==> src/hdl/uart_pkg.sv <==
////////////////////////////////////////
// UART line definitions
// Bit timing and the byte type shared
// by the receiver and the transmitter
////////////////////////////////////////

package uart_pkg;

  ////////////////////////////////////////
  // Line timing

  // Clock cycles per bit period
  localparam int CLKS_PER_BIT = 16;

  // Counter width for one bit period
  localparam int BIT_CNT_W = $clog2(CLKS_PER_BIT);

  ////////////////////////////////////////
  // Types

  // One data byte on the line
  typedef logic [7:0] uart_byte_t;

  // Cycle count inside one bit period
  typedef logic [BIT_CNT_W-1:0] bit_cnt_t;

endpackage

==> src/hdl/dbg_pkg.sv <==
////////////////////////////////////////
// Debug server definitions
// Protocol bytes, memory geometry and
// the APB request and response structs
////////////////////////////////////////

package dbg_pkg;

  ////////////////////////////////////////
  // Protocol bytes

  localparam uart_pkg::uart_byte_t CMD_READ  = 8'h11;
  localparam uart_pkg::uart_byte_t CMD_WRITE = 8'h12;
  localparam uart_pkg::uart_byte_t CODE_ACK  = 8'h06;
  localparam uart_pkg::uart_byte_t CODE_EOT  = 8'h04;

  // Address and length fields are 8 bytes each on the wire
  localparam int FIELD_BYTES = 8;

  ////////////////////////////////////////
  // Memory and transfer sizes

  localparam int MEM_DEPTH = 256;

  typedef logic [$clog2(MEM_DEPTH)-1:0]   mem_addr_t;
  typedef logic [15:0]                    xfer_len_t;
  typedef logic [$clog2(FIELD_BYTES)-1:0] field_idx_t;

  ////////////////////////////////////////
  // APB bus

  typedef struct packed {
    logic                 psel;
    logic                 penable;
    logic                 pwrite;
    mem_addr_t            paddr;
    uart_pkg::uart_byte_t pwdata;
  } apb_req_t;

  typedef struct packed {
    logic                 pready;
    uart_pkg::uart_byte_t prdata;
  } apb_rsp_t;

endpackage

==> src/hdl/uart_rx.sv <==
////////////////////////////////////////
// UART receiver
// Samples 8N1 frames at bit midpoints
////////////////////////////////////////

module uart_rx (
  input  logic                 clk,
  input  logic                 arst_n_i,
  input  logic                 rx_i,
  output uart_pkg::uart_byte_t rx_byte_o,
  output logic                 rx_valid_o
);
  import uart_pkg::*;

  typedef enum logic [1:0] {RX_IDLE, RX_START, RX_DATA, RX_STOP} rx_phase_e;

  rx_phase_e  phase_q;
  bit_cnt_t   cnt_q;
  logic [2:0] bit_idx_q;
  logic       rx_meta_q;
  logic       rx_sync_q;
  uart_byte_t shift_q;
  logic       mid_start;
  logic       bit_end;

  assign mid_start = (cnt_q == bit_cnt_t'(CLKS_PER_BIT / 2 - 1));
  assign bit_end   = (cnt_q == bit_cnt_t'(CLKS_PER_BIT - 1));
  assign rx_byte_o = shift_q;

  // Two-flop synchronizer, idles high like the line
  always_ff @(posedge clk or negedge arst_n_i) begin
    if (!arst_n_i) begin
      rx_meta_q <= 1'b1;
      rx_sync_q <= 1'b1;
    end else begin
      rx_meta_q <= rx_i;
      rx_sync_q <= rx_meta_q;
    end
  end

  always_ff @(posedge clk or negedge arst_n_i) begin
    if (!arst_n_i) begin
      phase_q    <= RX_IDLE;
      cnt_q      <= '0;
      bit_idx_q  <= '0;
      rx_valid_o <= 1'b0;
    end else begin
      rx_valid_o <= 1'b0;
      cnt_q      <= cnt_q + bit_cnt_t'(1);
      case (phase_q)
        RX_IDLE: begin
          cnt_q <= '0;
          if (!rx_sync_q) phase_q <= RX_START;
        end
        RX_START: begin
          // Re-align the counter to the bit midpoint
          if (mid_start) begin
            cnt_q     <= '0;
            bit_idx_q <= '0;
            phase_q   <= rx_sync_q ? RX_IDLE : RX_DATA;
          end
        end
        RX_DATA: begin
          if (bit_end) begin
            bit_idx_q <= bit_idx_q + 3'd1;
            if (bit_idx_q == 3'd7) phase_q <= RX_STOP;
          end
        end
        RX_STOP: begin
          // Framing error drops the byte
          if (bit_end) begin
            rx_valid_o <= rx_sync_q;
            phase_q    <= RX_IDLE;
          end
        end
        default: phase_q <= RX_IDLE;
      endcase
    end
  end

  // LSB arrives first
  always_ff @(posedge clk) begin
    if (phase_q == RX_DATA && bit_end) shift_q <= {rx_sync_q, shift_q[7:1]};
  end

endmodule

==> src/hdl/uart_tx.sv <==
////////////////////////////////////////
// UART transmitter
// Sends 8N1 frames with a ready handshake
////////////////////////////////////////

module uart_tx (
  input  logic                 clk,
  input  logic                 arst_n_i,
  input  uart_pkg::uart_byte_t tx_byte_i,
  input  logic                 tx_valid_i,
  output logic                 tx_ready_o,
  output logic                 tx_o
);
  import uart_pkg::*;

  typedef enum logic [1:0] {TX_IDLE, TX_START, TX_DATA, TX_STOP} tx_phase_e;

  tx_phase_e  phase_q;
  bit_cnt_t   cnt_q;
  logic [2:0] bit_idx_q;
  uart_byte_t shift_q;
  logic       bit_end;

  assign bit_end    = (cnt_q == bit_cnt_t'(CLKS_PER_BIT - 1));
  assign tx_ready_o = (phase_q == TX_IDLE);

  always_ff @(posedge clk or negedge arst_n_i) begin
    if (!arst_n_i) begin
      phase_q   <= TX_IDLE;
      cnt_q     <= '0;
      bit_idx_q <= '0;
      tx_o      <= 1'b1;
    end else begin
      cnt_q <= bit_end ? '0 : cnt_q + bit_cnt_t'(1);
      case (phase_q)
        TX_IDLE: begin
          cnt_q <= '0;
          if (tx_valid_i) begin
            tx_o    <= 1'b0;
            phase_q <= TX_START;
          end
        end
        TX_START: begin
          if (bit_end) begin
            tx_o      <= shift_q[0];
            bit_idx_q <= '0;
            phase_q   <= TX_DATA;
          end
        end
        TX_DATA: begin
          if (bit_end) begin
            bit_idx_q <= bit_idx_q + 3'd1;
            tx_o      <= (bit_idx_q == 3'd7) ? 1'b1 : shift_q[0];
            if (bit_idx_q == 3'd7) phase_q <= TX_STOP;
          end
        end
        TX_STOP: begin
          if (bit_end) phase_q <= TX_IDLE;
        end
        default: phase_q <= TX_IDLE;
      endcase
    end
  end

  // Shift out LSB first, one bit per period
  always_ff @(posedge clk) begin
    if (tx_ready_o && tx_valid_i) begin
      shift_q <= tx_byte_i;
    end else if (bit_end && (phase_q == TX_START || phase_q == TX_DATA)) begin
      shift_q <= shift_q >> 1;
    end
  end

endmodule

==> src/hdl/dbg_cmd_engine.sv <==
////////////////////////////////////////
// Debug command engine
// Decodes READ, WRITE and ACK challenges
// and moves bytes over APB
////////////////////////////////////////

module dbg_cmd_engine (
  input  logic                 clk,
  input  logic                 arst_n_i,
  input  uart_pkg::uart_byte_t rx_byte_i,
  input  logic                 rx_valid_i,
  output uart_pkg::uart_byte_t tx_byte_o,
  output logic                 tx_valid_o,
  input  logic                 tx_ready_i,
  output dbg_pkg::apb_req_t    apb_req_o,
  input  dbg_pkg::apb_rsp_t    apb_rsp_i
);
  import uart_pkg::*;
  import dbg_pkg::*;

  typedef enum logic [2:0] {
    ST_IDLE, ST_ADDR, ST_LEN, ST_ACK, ST_DATA, ST_APB, ST_EOT
  } state_e;

  state_e     state_q;
  field_idx_t field_idx_q;
  logic       is_write_q;
  logic       echo_q;
  logic       penable_q;
  mem_addr_t  addr_q;
  xfer_len_t  len_q;
  uart_byte_t data_q;
  logic       tx_fire;
  logic       apb_done;
  logic       beat_done;
  logic       last_beat;
  logic       field_last;

  assign tx_fire    = tx_valid_o & tx_ready_i;
  assign apb_done   = (state_q == ST_APB) & penable_q & apb_rsp_i.pready;
  assign field_last = (field_idx_q == field_idx_t'(FIELD_BYTES - 1));
  assign last_beat  = (len_q == xfer_len_t'(1));
  // A byte is finished once stored, or once handed to the transmitter
  assign beat_done  = is_write_q ? apb_done : (state_q == ST_DATA && tx_fire);

  assign tx_valid_o = (state_q == ST_ACK) || (state_q == ST_EOT) ||
                      (state_q == ST_DATA && !is_write_q);

  always_comb begin
    case (state_q)
      ST_ACK:  tx_byte_o = CODE_ACK;
      ST_EOT:  tx_byte_o = CODE_EOT;
      default: tx_byte_o = data_q;
    endcase
  end

  assign apb_req_o = '{
    psel:    (state_q == ST_APB),
    penable: penable_q,
    pwrite:  is_write_q,
    paddr:   addr_q,
    pwdata:  data_q
  };

  ////////////////////////////////////////
  // Protocol FSM

  always_ff @(posedge clk or negedge arst_n_i) begin
    if (!arst_n_i) begin
      state_q     <= ST_IDLE;
      field_idx_q <= '0;
      is_write_q  <= 1'b0;
      echo_q      <= 1'b0;
      penable_q   <= 1'b0;
      addr_q      <= '0;
      len_q       <= '0;
    end else begin
      case (state_q)
        ST_IDLE: begin
          field_idx_q <= '0;
          if (rx_valid_i) begin
            is_write_q <= (rx_byte_i == CMD_WRITE);
            echo_q     <= (rx_byte_i == CODE_ACK);
            // Unknown bytes are dropped silently
            if (rx_byte_i == CMD_READ || rx_byte_i == CMD_WRITE) state_q <= ST_ADDR;
            else if (rx_byte_i == CODE_ACK) state_q <= ST_ACK;
          end
        end
        ST_ADDR, ST_LEN: begin
          if (rx_valid_i) begin
            // Only the low bytes of each field are kept
            if (state_q == ST_ADDR && field_idx_q == '0) addr_q <= mem_addr_t'(rx_byte_i);
            if (state_q == ST_LEN && field_idx_q == '0) len_q[7:0] <= rx_byte_i;
            if (state_q == ST_LEN && field_idx_q == field_idx_t'(1)) len_q[15:8] <= rx_byte_i;
            field_idx_q <= field_idx_q + field_idx_t'(1);
            if (field_last) state_q <= (state_q == ST_ADDR) ? ST_LEN : ST_ACK;
          end
        end
        ST_ACK: begin
          if (tx_fire) begin
            if (echo_q) state_q <= ST_IDLE;
            else if (len_q == '0) state_q <= ST_EOT;
            else state_q <= is_write_q ? ST_DATA : ST_APB;
          end
        end
        ST_DATA: begin
          if (is_write_q && rx_valid_i) state_q <= ST_APB;
          if (!is_write_q && tx_fire) state_q <= last_beat ? ST_EOT : ST_APB;
        end
        ST_APB: begin
          if (!penable_q) begin
            penable_q <= 1'b1;
          end else if (apb_rsp_i.pready) begin
            penable_q <= 1'b0;
            if (is_write_q && last_beat) state_q <= ST_EOT;
            else state_q <= ST_DATA;
          end
        end
        ST_EOT: begin
          if (tx_fire) state_q <= ST_IDLE;
        end
        default: state_q <= ST_IDLE;
      endcase
      // Address wraps at the memory size
      if (beat_done) begin
        addr_q <= addr_q + mem_addr_t'(1);
        len_q  <= len_q - xfer_len_t'(1);
      end
    end
  end

  // Byte in flight, from the line or from memory
  always_ff @(posedge clk) begin
    if (state_q == ST_DATA && is_write_q && rx_valid_i) data_q <= rx_byte_i;
    else if (apb_done && !is_write_q) data_q <= apb_rsp_i.prdata;
  end

endmodule

==> src/hdl/dbg_scratch_mem.sv <==
////////////////////////////////////////
// Scratch memory
// 256 bytes behind an APB completer
////////////////////////////////////////

module dbg_scratch_mem (
  input  logic              clk,
  input  logic              arst_n_i,
  input  dbg_pkg::apb_req_t apb_req_i,
  output dbg_pkg::apb_rsp_t apb_rsp_o
);
  import uart_pkg::*;
  import dbg_pkg::*;

  uart_byte_t mem_q [MEM_DEPTH];
  uart_byte_t rdata_q;
  logic       wait_q;
  logic       access;

  assign access = apb_req_i.psel & apb_req_i.penable;

  // Reads need one wait state for the registered port
  always_ff @(posedge clk or negedge arst_n_i) begin
    if (!arst_n_i) wait_q <= 1'b0;
    else wait_q <= access & ~apb_req_i.pwrite & ~wait_q;
  end

  always_ff @(posedge clk) begin
    if (access && apb_req_i.pwrite) mem_q[apb_req_i.paddr] <= apb_req_i.pwdata;
    if (access && !apb_req_i.pwrite) rdata_q <= mem_q[apb_req_i.paddr];
  end

  assign apb_rsp_o.pready = access & (apb_req_i.pwrite | wait_q);
  assign apb_rsp_o.prdata = rdata_q;

endmodule

==> src/hdl/uart_dbg_top.sv <==
////////////////////////////////////////
// UART debug server top
// Receiver, command engine, scratch
// memory and transmitter
////////////////////////////////////////

module uart_dbg_top (
  input  logic clk,
  input  logic arst_n_i,
  input  logic uart_rx_i,
  output logic uart_tx_o
);
  import uart_pkg::*;
  import dbg_pkg::*;

  uart_byte_t rx_byte;
  logic       rx_valid;
  uart_byte_t tx_byte;
  logic       tx_valid;
  logic       tx_ready;
  apb_req_t   apb_req;
  apb_rsp_t   apb_rsp;

  ////////////////////////////////////////
  // Input side

  uart_rx i_uart_rx (
    .clk        ( clk       ),
    .arst_n_i   ( arst_n_i  ),
    .rx_i       ( uart_rx_i ),
    .rx_byte_o  ( rx_byte   ),
    .rx_valid_o ( rx_valid  )
  );

  ////////////////////////////////////////
  // Processing

  dbg_cmd_engine i_dbg_cmd_engine (
    .clk        ( clk      ),
    .arst_n_i   ( arst_n_i ),
    .rx_byte_i  ( rx_byte  ),
    .rx_valid_i ( rx_valid ),
    .tx_byte_o  ( tx_byte  ),
    .tx_valid_o ( tx_valid ),
    .tx_ready_i ( tx_ready ),
    .apb_req_o  ( apb_req  ),
    .apb_rsp_i  ( apb_rsp  )
  );

  dbg_scratch_mem i_dbg_scratch_mem (
    .clk       ( clk      ),
    .arst_n_i  ( arst_n_i ),
    .apb_req_i ( apb_req  ),
    .apb_rsp_o ( apb_rsp  )
  );

  ////////////////////////////////////////
  // Output side

  uart_tx i_uart_tx (
    .clk        ( clk       ),
    .arst_n_i   ( arst_n_i  ),
    .tx_byte_i  ( tx_byte   ),
    .tx_valid_i ( tx_valid  ),
    .tx_ready_o ( tx_ready  ),
    .tx_o       ( uart_tx_o )
  );

endmodule

==> config.mk <==
export PLATFORM = sky130hd
export DESIGN_NAME = uart_dbg_top
export DESIGN_NICKNAME = d
export VERILOG_FILES = /design/src/hdl/uart_pkg.sv /design/src/hdl/dbg_pkg.sv /design/src/hdl/uart_rx.sv /design/src/hdl/uart_tx.sv /design/src/hdl/dbg_cmd_engine.sv /design/src/hdl/dbg_scratch_mem.sv /design/src/hdl/uart_dbg_top.sv
export SDC_FILE = /design/constraint.sdc
export NUM_CORES = 2
export LEC_CHECK = 0
export ABC_AREA = 1
export BUFFER_PORTS_ARGS = -buffer_cell sky130_fd_sc_hd__buf_2
export CAP_MARGIN = 20
export CORE_UTILIZATION = 31
export DETAILED_ROUTE_END_ITERATION = 16
export GPL_TIMING_DRIVEN = 0
export SYNTH_ARGS = -nofsm -noshare
export SYNTH_HDL_FRONTEND = slang
export SYNTH_SLANG_ARGS = --single-unit
==> constraint.sdc <==
create_clock -name clk -period 3.75 [get_ports clk]
set_input_delay 0.75 -clock clk [delete_from_list [all_inputs] [get_ports clk]]
set_output_delay 0.75 -clock clk [all_outputs]
set_load 0.005 [all_outputs]
==> results.json <==
{
  "status": "complete, but fails checks",
  "violations": "negative setup slack",
  "period_needed_ps": 3966,
  "internal-power_mw": 37.86,
  "portBuffers": 3,
  "combPwrFrac_pct": 0.4,
  "fmax_ghz": 0.2522,
  "h-tree-depth": 4,
  "synth_edf_count": 2080,
  "finalWorstSetupSlack_ps": -215.7,
  "final_area_mm2": 0.1080,
  "cts_tree": "yes",
  "cts_setup_buffers": 0,
  "holdWs_ps": 357.5,
  "die_area_mm2": 0.2974,
  "drv_cap": 0,
  "post_route_cells_drive_above_1_share_pct": 9.419,
  "drc": 0,
  "ys_warn_count": 0,
  "cp-end-kind": "flip-flop",
  "fin_crit_sh_pct": 105.8,
  "via_per_inst": 4.793,
  "num-fill-cells": 28730,
  "gr-usage-met3_pct": 3.826,
  "maxSlewViolCount": 0,
  "ant_nets": 0,
  "syn_area_per_cell_um2": 10.24,
  "met2_usage_pct": 29.64,
  "overflow": 0,
  "gr-usage-met1_pct": 25.43,
  "cp_max_fo": 11,
  "holdCritStartpoint": "i_uart_rx.rx_meta_q",
  "pin_count": 4,
  "die_h_um": 545.4,
  "hold_viol_final": 0,
  "die-width_um": 545.4,
  "regToRegSetupSlack_ps": -220,
  "setup_viol": 355,
  "layout_commonest_cell": "nand2_1",
  "slew_headroom_pct": 20.43,
  "worst_clock_skew_ps": 46.46,
  "p_clk_share_pct": 45.1,
  "synth_seq_area_share_pct": 69.77,
  "coreArea_mm2": 0.2938,
  "cts_buffers": 213,
  "top_usage_layer": "met2",
  "post-route-util_pct": 36.77,
  "worstPathArrival_ps": 4550,
  "hold_end": "i_uart_rx.rx_sync_q",
  "area_delta_synth_final_pct": 18.02,
  "worstSkewPairLatency_ps": 900,
  "hpwl_mm": 206.5,
  "antenna_found_initial": 10,
  "clk_pin_slew_worst_paths_ps": 70,
  "synthCells": 8937,
  "grtUsageTotal_pct": 18.96,
  "power_leakage_nw": 38.12,
  "finalWirelength_mm": 288.2,
  "grt_pass1_vias": 60210,
  "grt_setup_unrepaired": "true",
  "min_path_cells": 0,
  "wl_per_cell_um": 21.50,
  "worstMarginPinSlew_ps": 1194,
  "p_seq_share_pct": 54.5,
  "grt_pass1_wl_mm": 411.7,
  "layout_common_cells": "nand2_1, edfxtp_1, inv_1, nor2_1, nand3_1",
  "dpl_cell_area_mm2": 0.09968,
  "synth_ff_type": "edfxtp_1",
  "synth.distinct_cells": 44,
  "ys_seq_elements": 2136,
  "initial_core_util_pct": 31.15,
  "ff2ff_path_depth": 16,
  "switching_share_pct": 20.25,
  "vdd_drop_max_uv": 477.2,
  "synthArstFlopShare_pct": 2.622,
  "clock-root-buffer": "clkbuf_16",
  "vias": 64240,
  "cts.sink_count": 2136,
  "path_class": "flip-flop to flip-flop",
  "gp_congestion": 0.9499,
  "reg2reg_from": "i_dbg_cmd_engine.addr_q[0]",
  "r2r_end": "i_dbg_scratch_mem.rdata_q[5]",
  "nNetsFinal": 9321,
  "holdCritPathClass": "flip-flop to flip-flop",
  "first_pass_iters": 6,
  "rows": 199,
  "grt_max_degree": 37,
  "switchingPower_mw": 9.612,
  "first_iter_violations": 8304,
  "syn_area_mm2": 0.09153,
  "critPathRequiredTime_ps": 4340,
  "max-clock-path-buffers": 3,
  "worstSetupStartpointType": "flip-flop",
  "p_per_area_mw_per_mm2": 439.4,
  "synth_fp_nets": 8966
}
[cells by family (layout without fill, tap and decap cells)]
family          count (synthesis)  count (layout)  share of synthesized area [%]
compound gates                641             641                          3.603
xor+xnor                       11              11                         0.1053
fa+ha+maj                      26              26                         0.3554
buf+inv                      1275            1819                          5.632
flops                        2136            2136                          69.77
mux                             1               1                        0.01094
other cells                     0               4                              0
simple gates                 4847            4847                          20.52
[through the flow]
stage	power [mW]	worst slack [ps]	cells	setup TNS (ps)
2_1_floorplan	26.49	-313.7	8937	-642850
3_3_place_gp	26.54	-6453	12860	-
3_5_place_dp	26.55	-1422	12990	-1520700
4_1_cts	47.57	-40.40	13390	-136.7
5_1_grt	48.52	-129.8	13400	-12080
6_report	47.47	-215.7	13400	-19440
[worst max path at each step]
stage / start / to / slack (ps)
after floorplan: i_dbg_cmd_engine.data_q[2] / i_dbg_scratch_mem.mem_q[0][2] / -310
after global placement: i_dbg_cmd_engine.data_q[3] / i_dbg_scratch_mem.mem_q[154][3] / -6450
after detailed placement: i_dbg_cmd_engine.addr_q[0] / i_dbg_scratch_mem.mem_q[224][0] / -1420
after CTS: i_dbg_cmd_engine.addr_q[0] / i_dbg_scratch_mem.rdata_q[5] / -40
after global routing: i_dbg_cmd_engine.addr_q[1] / i_dbg_scratch_mem.mem_q[101][6] / -130
final: i_dbg_cmd_engine.addr_q[0] / i_dbg_scratch_mem.rdata_q[5] / -220
[routing by layer]
| metal | share of wire (%) | wire [um] | vias to the layer above |
|---|---|---|---|
| met4 | 4.5 | 13010 | 0 |
| met2 | 45 | 129300 | 2973 |
| met5 | 0 | 0 | - |
| met3 | 10 | 28780 | 526 |
| li1 | - | - | 29870 |
| met1 | 41 | 117100 | 30870 |
[timing repair]
item | 4_1_cts | 5_1_grt
setup endpoints to repair | 1992 | 457
resized for setup | 310 | 78
hold buffers | 2 | 0
gates cloned | 0 | 0
pin swaps | 0 | 1
endpoints found under the hold margin | 19 | 0
[worst max-delay path: stages (launching register included)]
cell     delay (ps)
dfrtp_2         490
buf_6           270
buf_6           290
buf_6           260
buf_6           280
buf_4           230
nand2_1          80
nand3_1         100
nand2_1         110
nand2_1          70
nand2_1         210
o21ai_1         400
nand2_1         190
nor2_1          130
nor2_1           40
nor2_1          260
nand2_1         210
[flip-flops by register name, indices dropped and copies added (netlist names), 2 cells and up, named ones only]
name and cells:
i_uart_tx.phase_q 2, i_uart_rx.cnt_q 4, i_uart_tx.cnt_q 4, i_dbg_cmd_engine.len_q 16
i_dbg_cmd_engine.field_idx_q 3, i_uart_rx.bit_idx_q 3, i_dbg_cmd_engine.state_q 3, i_dbg_scratch_mem.mem_q 2048
i_uart_tx.bit_idx_q 3, i_uart_tx.shift_q 8, i_dbg_cmd_engine.addr_q 8, i_dbg_cmd_engine.data_q 8
i_uart_rx.rx_byte_o 8, i_dbg_scratch_mem.rdata_q 8
[cells in the mapped netlist (all sizes together) (3+ instances only)]
| master | count | area [um^2] |
|---|---|---|
| a21oi | 9 | 45.04 |
| a22o | 5 | 43.79 |
| buf | 231 | 1236 |
| clkbuf | 216 | 810.8 |
| dfrtp | 53 | 1326 |
| dfstp | 3 | 78.83 |
| edfxtp | 2080 | 62460 |
| ha | 26 | 325.3 |
| inv | 826 | 3100 |
| nand2 | 3468 | 13020 |
| nand3 | 383 | 1917 |
| nand4 | 4 | 25.02 |
| nor2 | 969 | 3665 |
| nor3 | 15 | 85.08 |
| nor4 | 4 | 46.29 |
| o211ai | 9 | 67.56 |
| o21ai | 602 | 3013 |
| o221ai | 3 | 26.28 |
| xor2 | 9 | 78.83 |
[power groups by stage]
stage | registers (mW) | logic, mW | clock network (mW)
after detailed placement | 26.4 | 0.190 | 0
after floorplan | 26.4 | 0.144 | 0
after global routing | 25.8 | 0.226 | 22.5
final | 25.8 | 0.190 | 21.4
after CTS | 25.9 | 0.192 | 21.5
after global placement | 26.4 | 0.185 | 0
[layout make-up]
class                           instances  area, um^2  area share [%]
Timing Repair Buffer                  141        3357           3.108
Tap cell                             3919        4903           4.539
Antenna cell                            4       10.01        0.009266
Clock inverter                        130        1358           1.257
Multi-Input combinational cell       5526       23550           21.80
Buffer                                446        2281           2.111
Inverter                              828        3109           2.878
Clock buffer                          274        5589           5.174
Sequential cell                      2136       63870           59.12
Power figures use the tool's default switching activity.
